File: src/mpmc_pkg.sv
package mpmc_pkg;

	// ========================================
	// Sizes
	// ========================================

	// Width of one memory strip, the unit moved per app command
	localparam int STRIP_W = 128;

	// Strips in a full line
	localparam int LINE_STRIPS = 4;

	// Width of a full line and of a strip index within it
	localparam int LINE_W = STRIP_W * LINE_STRIPS;
	localparam int STRIP_IDX_W = $clog2(LINE_STRIPS);

	// Byte address; the low four bits are zero for a strip-aligned address
	localparam int ADDR_W = 28;

	// Tag carried by read requests back to the client
	localparam int TAG_W = 4;

	// Client ports feeding the arbiter
	localparam int NUM_PORTS = 2;

	// App command encodings as the memory interface expects them
	localparam logic [2:0] APP_CMD_WRITE = 3'd0;
	localparam logic [2:0] APP_CMD_READ = 3'd1;

	// ========================================
	// Types
	// ========================================

	// Controller states, shared by the sequencer and the enable generator
	typedef enum logic [2:0] {
		IDLE,
		WRITE_DATA0,
		WRITE_DATA1,
		WRITE_DATA2,
		READ_DATA0,
		READ_DATA1,
		READ_WAIT,
		DONE
	} mpmc_state_t;

	// A client request
	// num_strips holds the index of the last strip, so 0 means one strip
	// Strip n of the line sits at data[n*STRIP_W +: STRIP_W]
	typedef struct packed {
		logic we;
		logic [ADDR_W-1:0] addr;
		logic [5:0] num_strips;
		logic [TAG_W-1:0] tag;
		logic [LINE_W-1:0] data;
	} mpmc_req_t;

	// A read response returned to the port that asked for it
	typedef struct packed {
		logic port;
		logic [TAG_W-1:0] tag;
		logic [LINE_W-1:0] data;
	} mpmc_resp_t;

endpackage

File: src/mpmc_port_arbiter.sv
module mpmc_port_arbiter (
	input logic clk,
	input logic rst_n,
	input logic [mpmc_pkg::NUM_PORTS-1:0] req_valid,
	input mpmc_pkg::mpmc_req_t req [mpmc_pkg::NUM_PORTS],
	output logic [mpmc_pkg::NUM_PORTS-1:0] req_ready,
	output logic grant_valid,
	output logic grant_port,
	output mpmc_pkg::mpmc_req_t grant_req,
	input logic grant_ready
);

	import mpmc_pkg::*;

	// Port that gets first choice on the next grant
	logic prio_q;

	// ========================================
	// Winner selection
	// ========================================

	// The favoured port wins if it asks, otherwise the other one takes it
	// With only two ports this reduces to a single select bit
	always_comb
	begin
		if (req_valid[prio_q])
			grant_port = prio_q;
		else
			grant_port = ~prio_q;
	end

	assign grant_valid = |req_valid;
	assign grant_req = req[grant_port];

	// Only the winner sees the downstream ready
	always_comb
	begin
		req_ready = '0;
		req_ready[grant_port] = grant_valid & grant_ready;
	end

	// After a transfer, the port after the winner is favoured
	always_ff @(posedge clk)
	begin
		if (!rst_n)
			prio_q <= 1'b0;
		else if (grant_valid && grant_ready)
			prio_q <= ~grant_port;
	end

	// A waiting client keeps its request raised and unchanged until it is taken
	for (genvar i = 0; i < NUM_PORTS; i++)
	begin : g_hold
		a_req_hold: assert property (@(posedge clk) disable iff (!rst_n)
			req_valid[i] && !req_ready[i] |=> req_valid[i] && $stable(req[i]));
	end

endmodule

File: src/mpmc_state_machine.sv
module mpmc_state_machine (
	input logic clk,
	input logic rst_n,
	input logic grant_valid,
	input logic grant_port,
	input mpmc_pkg::mpmc_req_t grant_req,
	output logic grant_ready,
	output mpmc_pkg::mpmc_state_t state,
	output logic [5:0] strip_cnt,
	output logic [5:0] num_strips,
	input logic app_en,
	input logic app_rdy,
	output logic [2:0] app_cmd,
	output logic [mpmc_pkg::ADDR_W-1:0] app_addr,
	output logic app_wdf_wren,
	output logic [mpmc_pkg::STRIP_W-1:0] app_wdf_data,
	output logic start,
	output logic start_port,
	output logic [mpmc_pkg::TAG_W-1:0] start_tag,
	input logic line_done
);

	import mpmc_pkg::*;

	// Request in service and the port it came from
	mpmc_req_t req_q;
	logic port_q;

	// Set on the first clock out of reset so ready stays low during reset
	logic run_q;

	// Strip view of the write line
	logic [LINE_STRIPS-1:0][STRIP_W-1:0] wr_line;

	logic cmd_accept;
	logic last_strip;

	// The memory takes a command when enable and ready meet
	assign cmd_accept = app_en & app_rdy;
	assign last_strip = (strip_cnt == req_q.num_strips);

	// New work is only taken between requests
	assign grant_ready = run_q & (state == IDLE);

	// ========================================
	// Command outputs
	// ========================================

	// Address advances one strip (16 bytes) per accepted command
	assign app_cmd = req_q.we ? APP_CMD_WRITE : APP_CMD_READ;
	assign app_addr = req_q.addr + ADDR_W'({strip_cnt, 4'h0});
	assign num_strips = req_q.num_strips;

	// Write data goes out in the same cycle as its command, retried with it
	assign wr_line = req_q.data;
	assign app_wdf_data = wr_line[strip_cnt[STRIP_IDX_W-1:0]];
	assign app_wdf_wren = (state == WRITE_DATA2) & app_en;

	// Collector is armed as a read begins, before any command goes out
	assign start = (state == READ_DATA0);
	assign start_port = port_q;
	assign start_tag = req_q.tag;

	// Payload capture on the grant handshake
	always_ff @(posedge clk)
	begin
		if (grant_valid && grant_ready)
		begin
			req_q <= grant_req;
			port_q <= grant_port;
		end
	end

	// ========================================
	// Sequencing
	// ========================================

	always_ff @(posedge clk)
	begin
		if (!rst_n)
		begin
			state <= IDLE;
			strip_cnt <= '0;
			run_q <= 1'b0;
		end
		else
		begin
			run_q <= 1'b1;
			case (state)
			IDLE:
				if (grant_valid && grant_ready)
				begin
					state <= grant_req.we ? WRITE_DATA0 : READ_DATA0;
					strip_cnt <= '0;
				end
			WRITE_DATA0:
				state <= WRITE_DATA1;
			WRITE_DATA1:
				state <= WRITE_DATA2;
			// Each write strip goes back through WRITE_DATA1 so enable re-arms
			WRITE_DATA2:
				if (cmd_accept)
				begin
					if (last_strip)
						state <= IDLE;
					else
					begin
						strip_cnt <= strip_cnt + 6'd1;
						state <= WRITE_DATA1;
					end
				end
			READ_DATA0:
				state <= READ_DATA1;
			// Reads stream back to back while the memory keeps accepting
			READ_DATA1:
				if (cmd_accept)
				begin
					if (last_strip)
						state <= READ_WAIT;
					else
						strip_cnt <= strip_cnt + 6'd1;
				end
			READ_WAIT:
				if (line_done)
					state <= DONE;
			DONE:
				state <= IDLE;
			default:
				state <= IDLE;
			endcase
		end
	end

	// A refused command is repeated unchanged on the next cycle
	a_retry_stable: assert property (@(posedge clk) disable iff (!rst_n)
		app_en && !app_rdy |=> $stable(app_cmd) && $stable(app_addr));

endmodule

File: src/mpmc_app_en_gen.sv
module mpmc_app_en_gen (
	input logic clk,
	input logic rst_n,
	input mpmc_pkg::mpmc_state_t state,
	input logic rdy,
	input logic [5:0] strip_cnt,
	input logic [5:0] num_strips,
	output logic en
);

	import mpmc_pkg::*;

	// Enable trails the controller state by one clock
	// While the memory refuses, the strobe is raised again for a retry
	always_ff @(posedge clk)
	begin
		if (!rst_n)
			en <= 1'b0;
		else
		begin
			en <= 1'b0;
			// First issue of a write strip
			if (state == WRITE_DATA1)
				en <= 1'b1;
			// Write strip still waiting on the memory
			else if (state == WRITE_DATA2 && !rdy)
				en <= 1'b1;
			// First read strip
			else if (state == READ_DATA0)
				en <= 1'b1;
			// Keep issuing reads until the last strip is taken
			else if (state == READ_DATA1 && !(rdy && strip_cnt == num_strips))
				en <= 1'b1;
		end
	end

endmodule

File: src/mpmc_read_collector.sv
module mpmc_read_collector (
	input logic clk,
	input logic rst_n,
	input logic start,
	input logic start_port,
	input logic [mpmc_pkg::TAG_W-1:0] start_tag,
	input logic [5:0] num_strips,
	input logic rd_valid,
	input logic [mpmc_pkg::STRIP_W-1:0] rd_data,
	output logic resp_valid,
	output mpmc_pkg::mpmc_resp_t resp,
	input logic resp_ready,
	output logic line_done
);

	import mpmc_pkg::*;

	// Line under assembly, strip n at index n
	logic [LINE_STRIPS-1:0][STRIP_W-1:0] line_q;

	// Owner of the read and how many strips it expects
	logic port_q;
	logic [TAG_W-1:0] tag_q;
	logic [5:0] last_q;

	// Index of the next strip to arrive
	logic [5:0] beat_cnt;

	// ========================================
	// Strip capture
	// ========================================

	// Payload registers take data as it arrives
	always_ff @(posedge clk)
	begin
		if (start)
		begin
			port_q <= start_port;
			tag_q <= start_tag;
			last_q <= num_strips;
		end
		if (rd_valid)
			line_q[beat_cnt[STRIP_IDX_W-1:0]] <= rd_data;
	end

	// Response rises one clock after the last beat and holds until taken
	always_ff @(posedge clk)
	begin
		if (!rst_n)
		begin
			beat_cnt <= '0;
			resp_valid <= 1'b0;
		end
		else
		begin
			if (start)
				beat_cnt <= '0;
			else if (rd_valid)
				beat_cnt <= beat_cnt + 6'd1;
			if (rd_valid && beat_cnt == last_q)
				resp_valid <= 1'b1;
			else if (resp_ready)
				resp_valid <= 1'b0;
		end
	end

	assign resp.port = port_q;
	assign resp.tag = tag_q;
	assign resp.data = line_q;

	// Tells the controller the read is fully retired
	assign line_done = resp_valid & resp_ready;

	// Only one read is in flight, so no beat can land on a held response
	a_no_beat_on_resp: assert property (@(posedge clk) disable iff (!rst_n)
		rd_valid |-> !resp_valid);

endmodule

File: src/mpmc_top.sv
module mpmc_top (
	input logic clk,
	input logic rst_n,

	// Client request ports
	input logic [mpmc_pkg::NUM_PORTS-1:0] req_valid,
	output logic [mpmc_pkg::NUM_PORTS-1:0] req_ready,
	input mpmc_pkg::mpmc_req_t req [mpmc_pkg::NUM_PORTS],

	// Read responses
	output logic resp_valid,
	input logic resp_ready,
	output mpmc_pkg::mpmc_resp_t resp,

	// Memory app interface
	output logic app_en,
	output logic [2:0] app_cmd,
	output logic [mpmc_pkg::ADDR_W-1:0] app_addr,
	input logic app_rdy,
	output logic app_wdf_wren,
	output logic [mpmc_pkg::STRIP_W-1:0] app_wdf_data,
	input logic app_rd_data_valid,
	input logic [mpmc_pkg::STRIP_W-1:0] app_rd_data
);

	import mpmc_pkg::*;

	// Arbiter to controller
	logic grant_valid;
	logic grant_ready;
	logic grant_port;
	mpmc_req_t grant_req;

	// Controller to enable generator and collector
	mpmc_state_t state;
	logic [5:0] strip_cnt;
	logic [5:0] num_strips;
	logic start;
	logic start_port;
	logic [TAG_W-1:0] start_tag;
	logic line_done;

	mpmc_port_arbiter u_arb (
		.clk(clk), .rst_n(rst_n), .req_valid(req_valid), .req(req),
		.req_ready(req_ready), .grant_valid(grant_valid), .grant_port(grant_port),
		.grant_req(grant_req), .grant_ready(grant_ready)
	);

	mpmc_state_machine u_fsm (
		.clk(clk), .rst_n(rst_n), .grant_valid(grant_valid), .grant_port(grant_port),
		.grant_req(grant_req), .grant_ready(grant_ready), .state(state),
		.strip_cnt(strip_cnt), .num_strips(num_strips), .app_en(app_en),
		.app_rdy(app_rdy), .app_cmd(app_cmd), .app_addr(app_addr),
		.app_wdf_wren(app_wdf_wren), .app_wdf_data(app_wdf_data), .start(start),
		.start_port(start_port), .start_tag(start_tag), .line_done(line_done)
	);

	mpmc_app_en_gen u_en (
		.clk(clk), .rst_n(rst_n), .state(state), .rdy(app_rdy),
		.strip_cnt(strip_cnt), .num_strips(num_strips), .en(app_en)
	);

	mpmc_read_collector u_col (
		.clk(clk), .rst_n(rst_n), .start(start), .start_port(start_port),
		.start_tag(start_tag), .num_strips(num_strips), .rd_valid(app_rd_data_valid),
		.rd_data(app_rd_data), .resp_valid(resp_valid), .resp(resp),
		.resp_ready(resp_ready), .line_done(line_done)
	);

endmodule

File: config.mk
export PLATFORM = sky130hd
export DESIGN_NAME = mpmc_top
export DESIGN_NICKNAME = d
export VERILOG_FILES = /design/src/mpmc_pkg.sv /design/src/mpmc_port_arbiter.sv /design/src/mpmc_state_machine.sv /design/src/mpmc_app_en_gen.sv /design/src/mpmc_read_collector.sv /design/src/mpmc_top.sv
export SDC_FILE = /design/constraint.sdc
export NUM_CORES = 2
export LEC_CHECK = 0
export ABC_AREA = 1
export ABC_CLOCK_PERIOD_IN_PS = 40600
export BUFFER_PORTS_ARGS = -buffer_cell sky130_fd_sc_hd__buf_4
export CORE_AREA = 2 2 744 746
export CTS_BUF_LIST = sky130_fd_sc_hd__clkbuf_8
export CTS_CLUSTER_DIAMETER = 50
export DETAILED_ROUTE_END_ITERATION = 7
export DIE_AREA = 0 0 746 748
export MAX_ROUTING_LAYER = met4
export PLACE_DENSITY = 0.31
export SLEW_MARGIN = 20
export SYNTH_ARGS = -nofsm -noshare
export SYNTH_HDL_FRONTEND = slang
export SYNTH_SLANG_ARGS = --single-unit
File: constraint.sdc
create_clock -name clk -period 40.6 [get_ports clk]
set_clock_uncertainty 0.2 [all_clocks]
set_input_delay 4.06 -clock clk [delete_from_list [all_inputs] [get_ports clk]]
set_output_delay 4.06 -clock clk [all_outputs]
set_load 0.03 [all_outputs]
== Word level (Yosys, flattened, before mapping) ==
Index checks and enable logic that the tools add are counted.
Widths: inputs -> output; s select.

* Bits in registers: 1094
* Output and inout bits: 681
* Word-level logic and storage cells: 106
* Input port bits: 1237

* Mux-type cells: 33
* Equality and inequality tests: 16
* Order comparisons: 7
* Add/subtract/negate cells: 3
* Bitwise operators: 10
* Reduce and logical (&&, ||, !) cells: 17

{| class="wikitable"
|+ Operator list
! cell !! count
|-
| $mux 551 || 3
|-
| $bwmux 512 || 1
|-
| $bmux 128 s2 || 1
|-
| $demux 128 s2 || 1
|-
| $mux 128 || 2
|-
| $add 28x10->28 || 1
|-
| $pmux 3 s8 || 1
|-
| $mux 3 || 6
|-
| $mux 6 || 3
|-
| $add 6x1->6 const B || 2
|-
| $eq 3x3->1 const B || 4
|-
| $eq 6x6->1 || 2
|-
| $mux 1 || 12
|-
| $ne 2x2->1 const B || 6
|-
| $pmux 6 s2 || 1
|-
| $logic_and 1x1->1 || 7
|-
| $eq 3x2->1 const B || 2
|-
| $lt 2x3->1 const B || 2
|-
| $reduce_or 2->1 || 3
|-
| $and 1x1->1 || 5
|-
| $reduce_and 5->1 || 1
|-
| $lt 1x2->1 const B || 2
|-
| $reduce_and 4->1 || 1
|-
| $reduce_bool 2->1 || 2
|-
| 12 further kinds || 15
|}

== Depth between registers and ports, before layout ==
* Depth in word-level cells: 10
* Gate-level depth with buffers: 12
* Gate-level depth less buffers: 10

== Cells and area by module ==
A second synthesis with hierarchy kept.

* Cell total of the unflattened synthesis: 3978
* Area total of the unflattened synthesis: 44920.6 µm²

{| class="wikitable"
|+ By module, submodules not included
! module !! area an instance (µm²) !! instances !! cells an instance !! sequential area each (µm²)
|-
| mpmc_state_machine || 21640.8 || 1 || 1544 || 16776.1
|-
| mpmc_read_collector || 16216.8 || 1 || 606 || 15845.2
|-
| mpmc_port_arbiter || 6884.1 || 1 || 1789 || 20.0
|-
| mpmc_app_en_gen || 178.9 || 1 || 39 || 20.0
|}

== Worst setup path after synthesis ==
OpenSTA, ideal clock, no wires.

* Kind: input-to-output
* Start point: input port req_valid[1] (netlist bit)
* End point: output port req_ready[1] (netlist bit)
* Cell stages on the path: 4
* Buffers on the path: 0
* Required time: 36.340 ns
* Setup slack: 6.702 ns
* Arrival: 29.638 ns
* Path through: o21ai_0 nor2_1 inv_1 nor2_1

* Word-level cells in the longest chain between the ends: 8
* Elaborated cells on any way between the ends: 11
* Classes of those cells: order compare: 2; mux: 5; bitwise: 2; reduce/logical: 2

{| class="wikitable"
|+ RTL lines
! item !! RTL line !! RTL
|-
| start, declared || mpmc_top.sv:6 || <nowiki>input logic [mpmc_pkg::NUM_PORTS-1:0] req_valid,</nowiki>
|-
| $mux 1 (not written as such) (2 in a row) || mpmc_port_arbiter.sv:26 || <nowiki>if (req_valid[prio_q])</nowiki>
|-
| $mux 1 || mpmc_port_arbiter.sv:26 ||
|-
| $lt 1x2->1 (not written as such) / $ge 1x1->1 (equally long branches) || mpmc_port_arbiter.sv:39 || <nowiki>req_ready[grant_port] = grant_valid & grant_ready;</nowiki>
|-
| $logic_and 1x1->1 (not written as such) || mpmc_port_arbiter.sv:39 ||
|-
| $mux 1 (not written as such) || mpmc_port_arbiter.sv:39 ||
|-
| $demux 1 s1 || n/a ||
|-
| $and 2x2->2 (no line) (*) || n/a ||
|-
| end, declared || mpmc_top.sv:7 || <nowiki>output logic [mpmc_pkg::NUM_PORTS-1:0] req_ready,</nowiki>
|}

Mark *: on every way between the ends. The rest lies on a longest branch, timed or not. The select of a mux whose other input is x is not followed.

== Worst setup path after layout ==
* Start point: input port req_valid[0] (netlist bit)
* End point: output port req_ready[1] (netlist bit)

Same word-level chain as after synthesis.

==> flow_summary.json <==
{
  "cts_inserted_buffers": 238,
  "cts.clk_slew.worst_paths_ns": 0.07,
  "cpPeakStageDelay_ns": 0.61,
  "ys_warn_count": 0,
  "start_util": 0.08077,
  "h-tree-depth": 4,
  "avgSynthCellArea_um2": 11.42,
  "ys.flop_type": "edfxtp_1",
  "yosysSeqAreaShare": 0.7344,
  "vias_per_cell": 2.914,
  "p_per_area_nw_per_um2": 52.11,
  "drc": 0,
  "p_leak_uw": 0.02890,
  "area_growth_syn_to_layout_pct": 63.02,
  "relSlewSlack": 0.2506,
  "die_h_um": 748,
  "setup_tns_ns": 0,
  "status": "finished, final reports clean",
  "critical_path_class": "primary input to output pin",
  "hold_class": "register to register",
  "syn_inst": 3893,
  "clock_latency_ns": 1.02,
  "cp_common_cell": "buf_4",
  "clock_path_buffers": 4,
  "postCtsHoldBufs": 0,
  "synth_top_area_share": 0.7258,
  "irDropWorstVdd_uv": 24.32,
  "tightest_slew_ns": 1.124,
  "worst-path-buf-inv": 3,
  "crit_chain": "buf_4 -> or2_1 -> nand2_8 -> inv_8 -> nor2_1 -> buf_4",
  "cts.sinks": 1094,
  "cts_resized": 0,
  "die-area_um2": 558000,
  "fp.dieW_um": 746,
  "rows": 273,
  "final_core_util": 0.1317,
  "ys_ff_latch": 1094,
  "clockRootBuffer": "clkbuf_8",
  "final_nets": 7133,
  "firstDrtPassIters": 7,
  "crit_path_start_kind": "primary input",
  "grt_pass1_wl_mm": 446.8,
  "synth_area_leaders": "edfxtp_1 73%, nand2_1 15%, o21ai_0 3.0%",
  "grt_max_degree": 137,
  "dp.cells": 12930,
  "design_area_um2": 72500,
  "final_layout_size_suffix_gt1_frac": 0.3838,
  "fin_crit_sh": 0.2541,
  "wl_mm": 359.1,
  "crit_arrival_ns": 6.06,
  "antenna_left": 0,
  "dp_hpwl_mm": 299.5,
  "rsz0062_at_grt": "no",
  "post-route-min-period_ns": 10.32,
  "final_cells": 13470,
  "core-area_um2": 550600,
  "critPathRequiredTime_ns": 36.34,
  "synth_area_um2": 44470,
  "maxCapViolCount": 0,
  "setup_viol": 0,
  "cp_top_family": "simple AND/OR/NAND/NOR gates",
  "drtIter0Drc": 2830,
  "ys_types": 40,
  "port_buffers": 1915,
  "path_max_fanout": 136,
  "cts_tree": "yes",
  "synth_edf_count": 1075,
  "routed-via-count": 39250,
  "finalHoldViolations": 0,
  "antenna_found_initial": 226,
  "wl_per_cell_um": 26.66,
  "routabilityCongestion": 1.013,
  "gr-usage-all-layers": 0.1261,
  "worstSetupEndpointType": "output pin",
  "grt_pass1_vias": 40760,
  "io_pins": 1918,
  "fmax_mhz": 96.93,
  "async_reset_ff_frac": 0,
  "cp_slowest_cell": "nand2_8",
  "place_area_um2": 67450,
  "drv_slew": 0,
  "postCtsSetupBuffers": 0,
  "yosys.area.top_type": "edfxtp_1",
  "grt-ovfl-total": 0
}
per-layer routing:
metal,vias up,track usage,wire length (µm),share of wire
li1,17480,-,-,-
met1,19120,0.1309,132200,0.37
met2,2091,0.2207,180900,0.50
met3,559,0.04730,33040,0.092
met4,0,0.03932,12980,0.036
met5,-,-,0,0
synth_stat cells, types with 2 or more instances:
| cell type | count |
|---|---|
| dfxtp_1 | 19 |
| nor3_1 | 8 |
| nand3b_1 | 2 |
| nand2_2 | 6 |
| inv_1 | 39 |
| o22ai_1 | 128 |
| nor2_1 | 295 |
| xnor2_1 | 12 |
| edfxtp_1 | 1075 |
| nand3_4 | 2 |
| nor2_2 | 3 |
| a21oi_1 | 16 |
| a21boi_0 | 2 |
| nand3_1 | 15 |
| nor3b_1 | 2 |
| ha_1 | 11 |
| o21ai_2 | 2 |
| buf_2 | 123 |
| inv_2 | 5 |
| o21ai_0 | 263 |
| o21ai_1 | 3 |
| buf_1 | 3 |
| nand2_1 | 1733 |
| buf_4 | 9 |
| nand4_1 | 9 |
| clkbuf_1 | 81 |
| xor2_1 | 14 |
through the flow:
step                hold slack [ns]  worst slack, ns  total power (µW)
floorplan                    0.2003            6.702              2130
global placement             0.2029            30.24              2588
detailed placement           0.2089            30.26              2590
CTS                          0.2203            30.25              3901
global route                 0.2475            30.13              3989
finish                       0.2260            30.28              3778
kinds of logic (layout without fill, tap and decap cells):
| family | count (synthesis) | count (layout) | share of synthesized area |
|---|---|---|---|
| other cells | 1 | 102 | 0.00008432 |
| buf+inv | 264 | 2452 | 0.02709 |
| fa+ha+maj | 12 | 12 | 0.003545 |
| simple gates | 2079 | 2079 | 0.1788 |
| xor+xnor | 26 | 26 | 0.005120 |
| flops | 1094 | 1094 | 0.7344 |
| compound gates | 417 | 417 | 0.05101 |
registers in the layout, summed over array words and instances, names as in the netlist, 3 cells and up:
name and count:
u_col.beat_cnt 6, u_col.last_q 6, u_col.resp 512, u_col.tag_q 4, u_fsm.num_strips 6, u_fsm.req_q 29
u_fsm.start_tag 4, u_fsm.state 3, u_fsm.strip_cnt 6, u_fsm.wr_line 512
final cells by class:
| cell class | count | area, µm² |
|---|---|---|
| clock buffers | 239 | 3289 |
| multi-input cells | 2536 | 10640 |
| inverters | 46 | 222.7 |
| flip-flops and latches | 1094 | 32670 |
| clock inverters | 199 | 1511 |
| repair buffers | 1968 | 14800 |
| fillers | 62880 | 478100 |
| well taps | 7287 | 9117 |
| diodes | 100 | 250.2 |
where the power goes:
group          leakage, µW  switching [µW]  internal (µW)
clock              0.00257             591            667
sequential          0.0102            69.6           1480
combinational       0.0162             710            263
total               0.0289            1370           2410
worst paths after layout:
path                 startpoint                 end  slack [ns]  cells after the start
max                req_valid[0]        req_ready[1]       30.28                      6
min          u_fsm.start_tag[0]      u_col.tag_q[0]        0.23                      0
min reg2reg  u_fsm.start_tag[0]      u_col.tag_q[0]        0.23                      0
max reg2reg      u_fsm.state[2]  u_fsm.wr_line[308]       33.55                     11
layout by cell type, fill, tap and decap left out, types with 14 or more instances in the layout:
cell        count
bufinv_16      17
o21ai_0       263
buf_4        1966
dfxtp_1        17
edfxtp_1     1075
inv_1          85
clkinv_2       39
clkinv_1       53
nand3_1        15
clkbuf_8      239
nor2_1        293
xor2_1         14
a21oi_1        16
o22ai_1       127
clkinvlp_4     24
nand2_1      1733
diode_2       100
No activity file was read; power rests on OpenSTA's default activity.
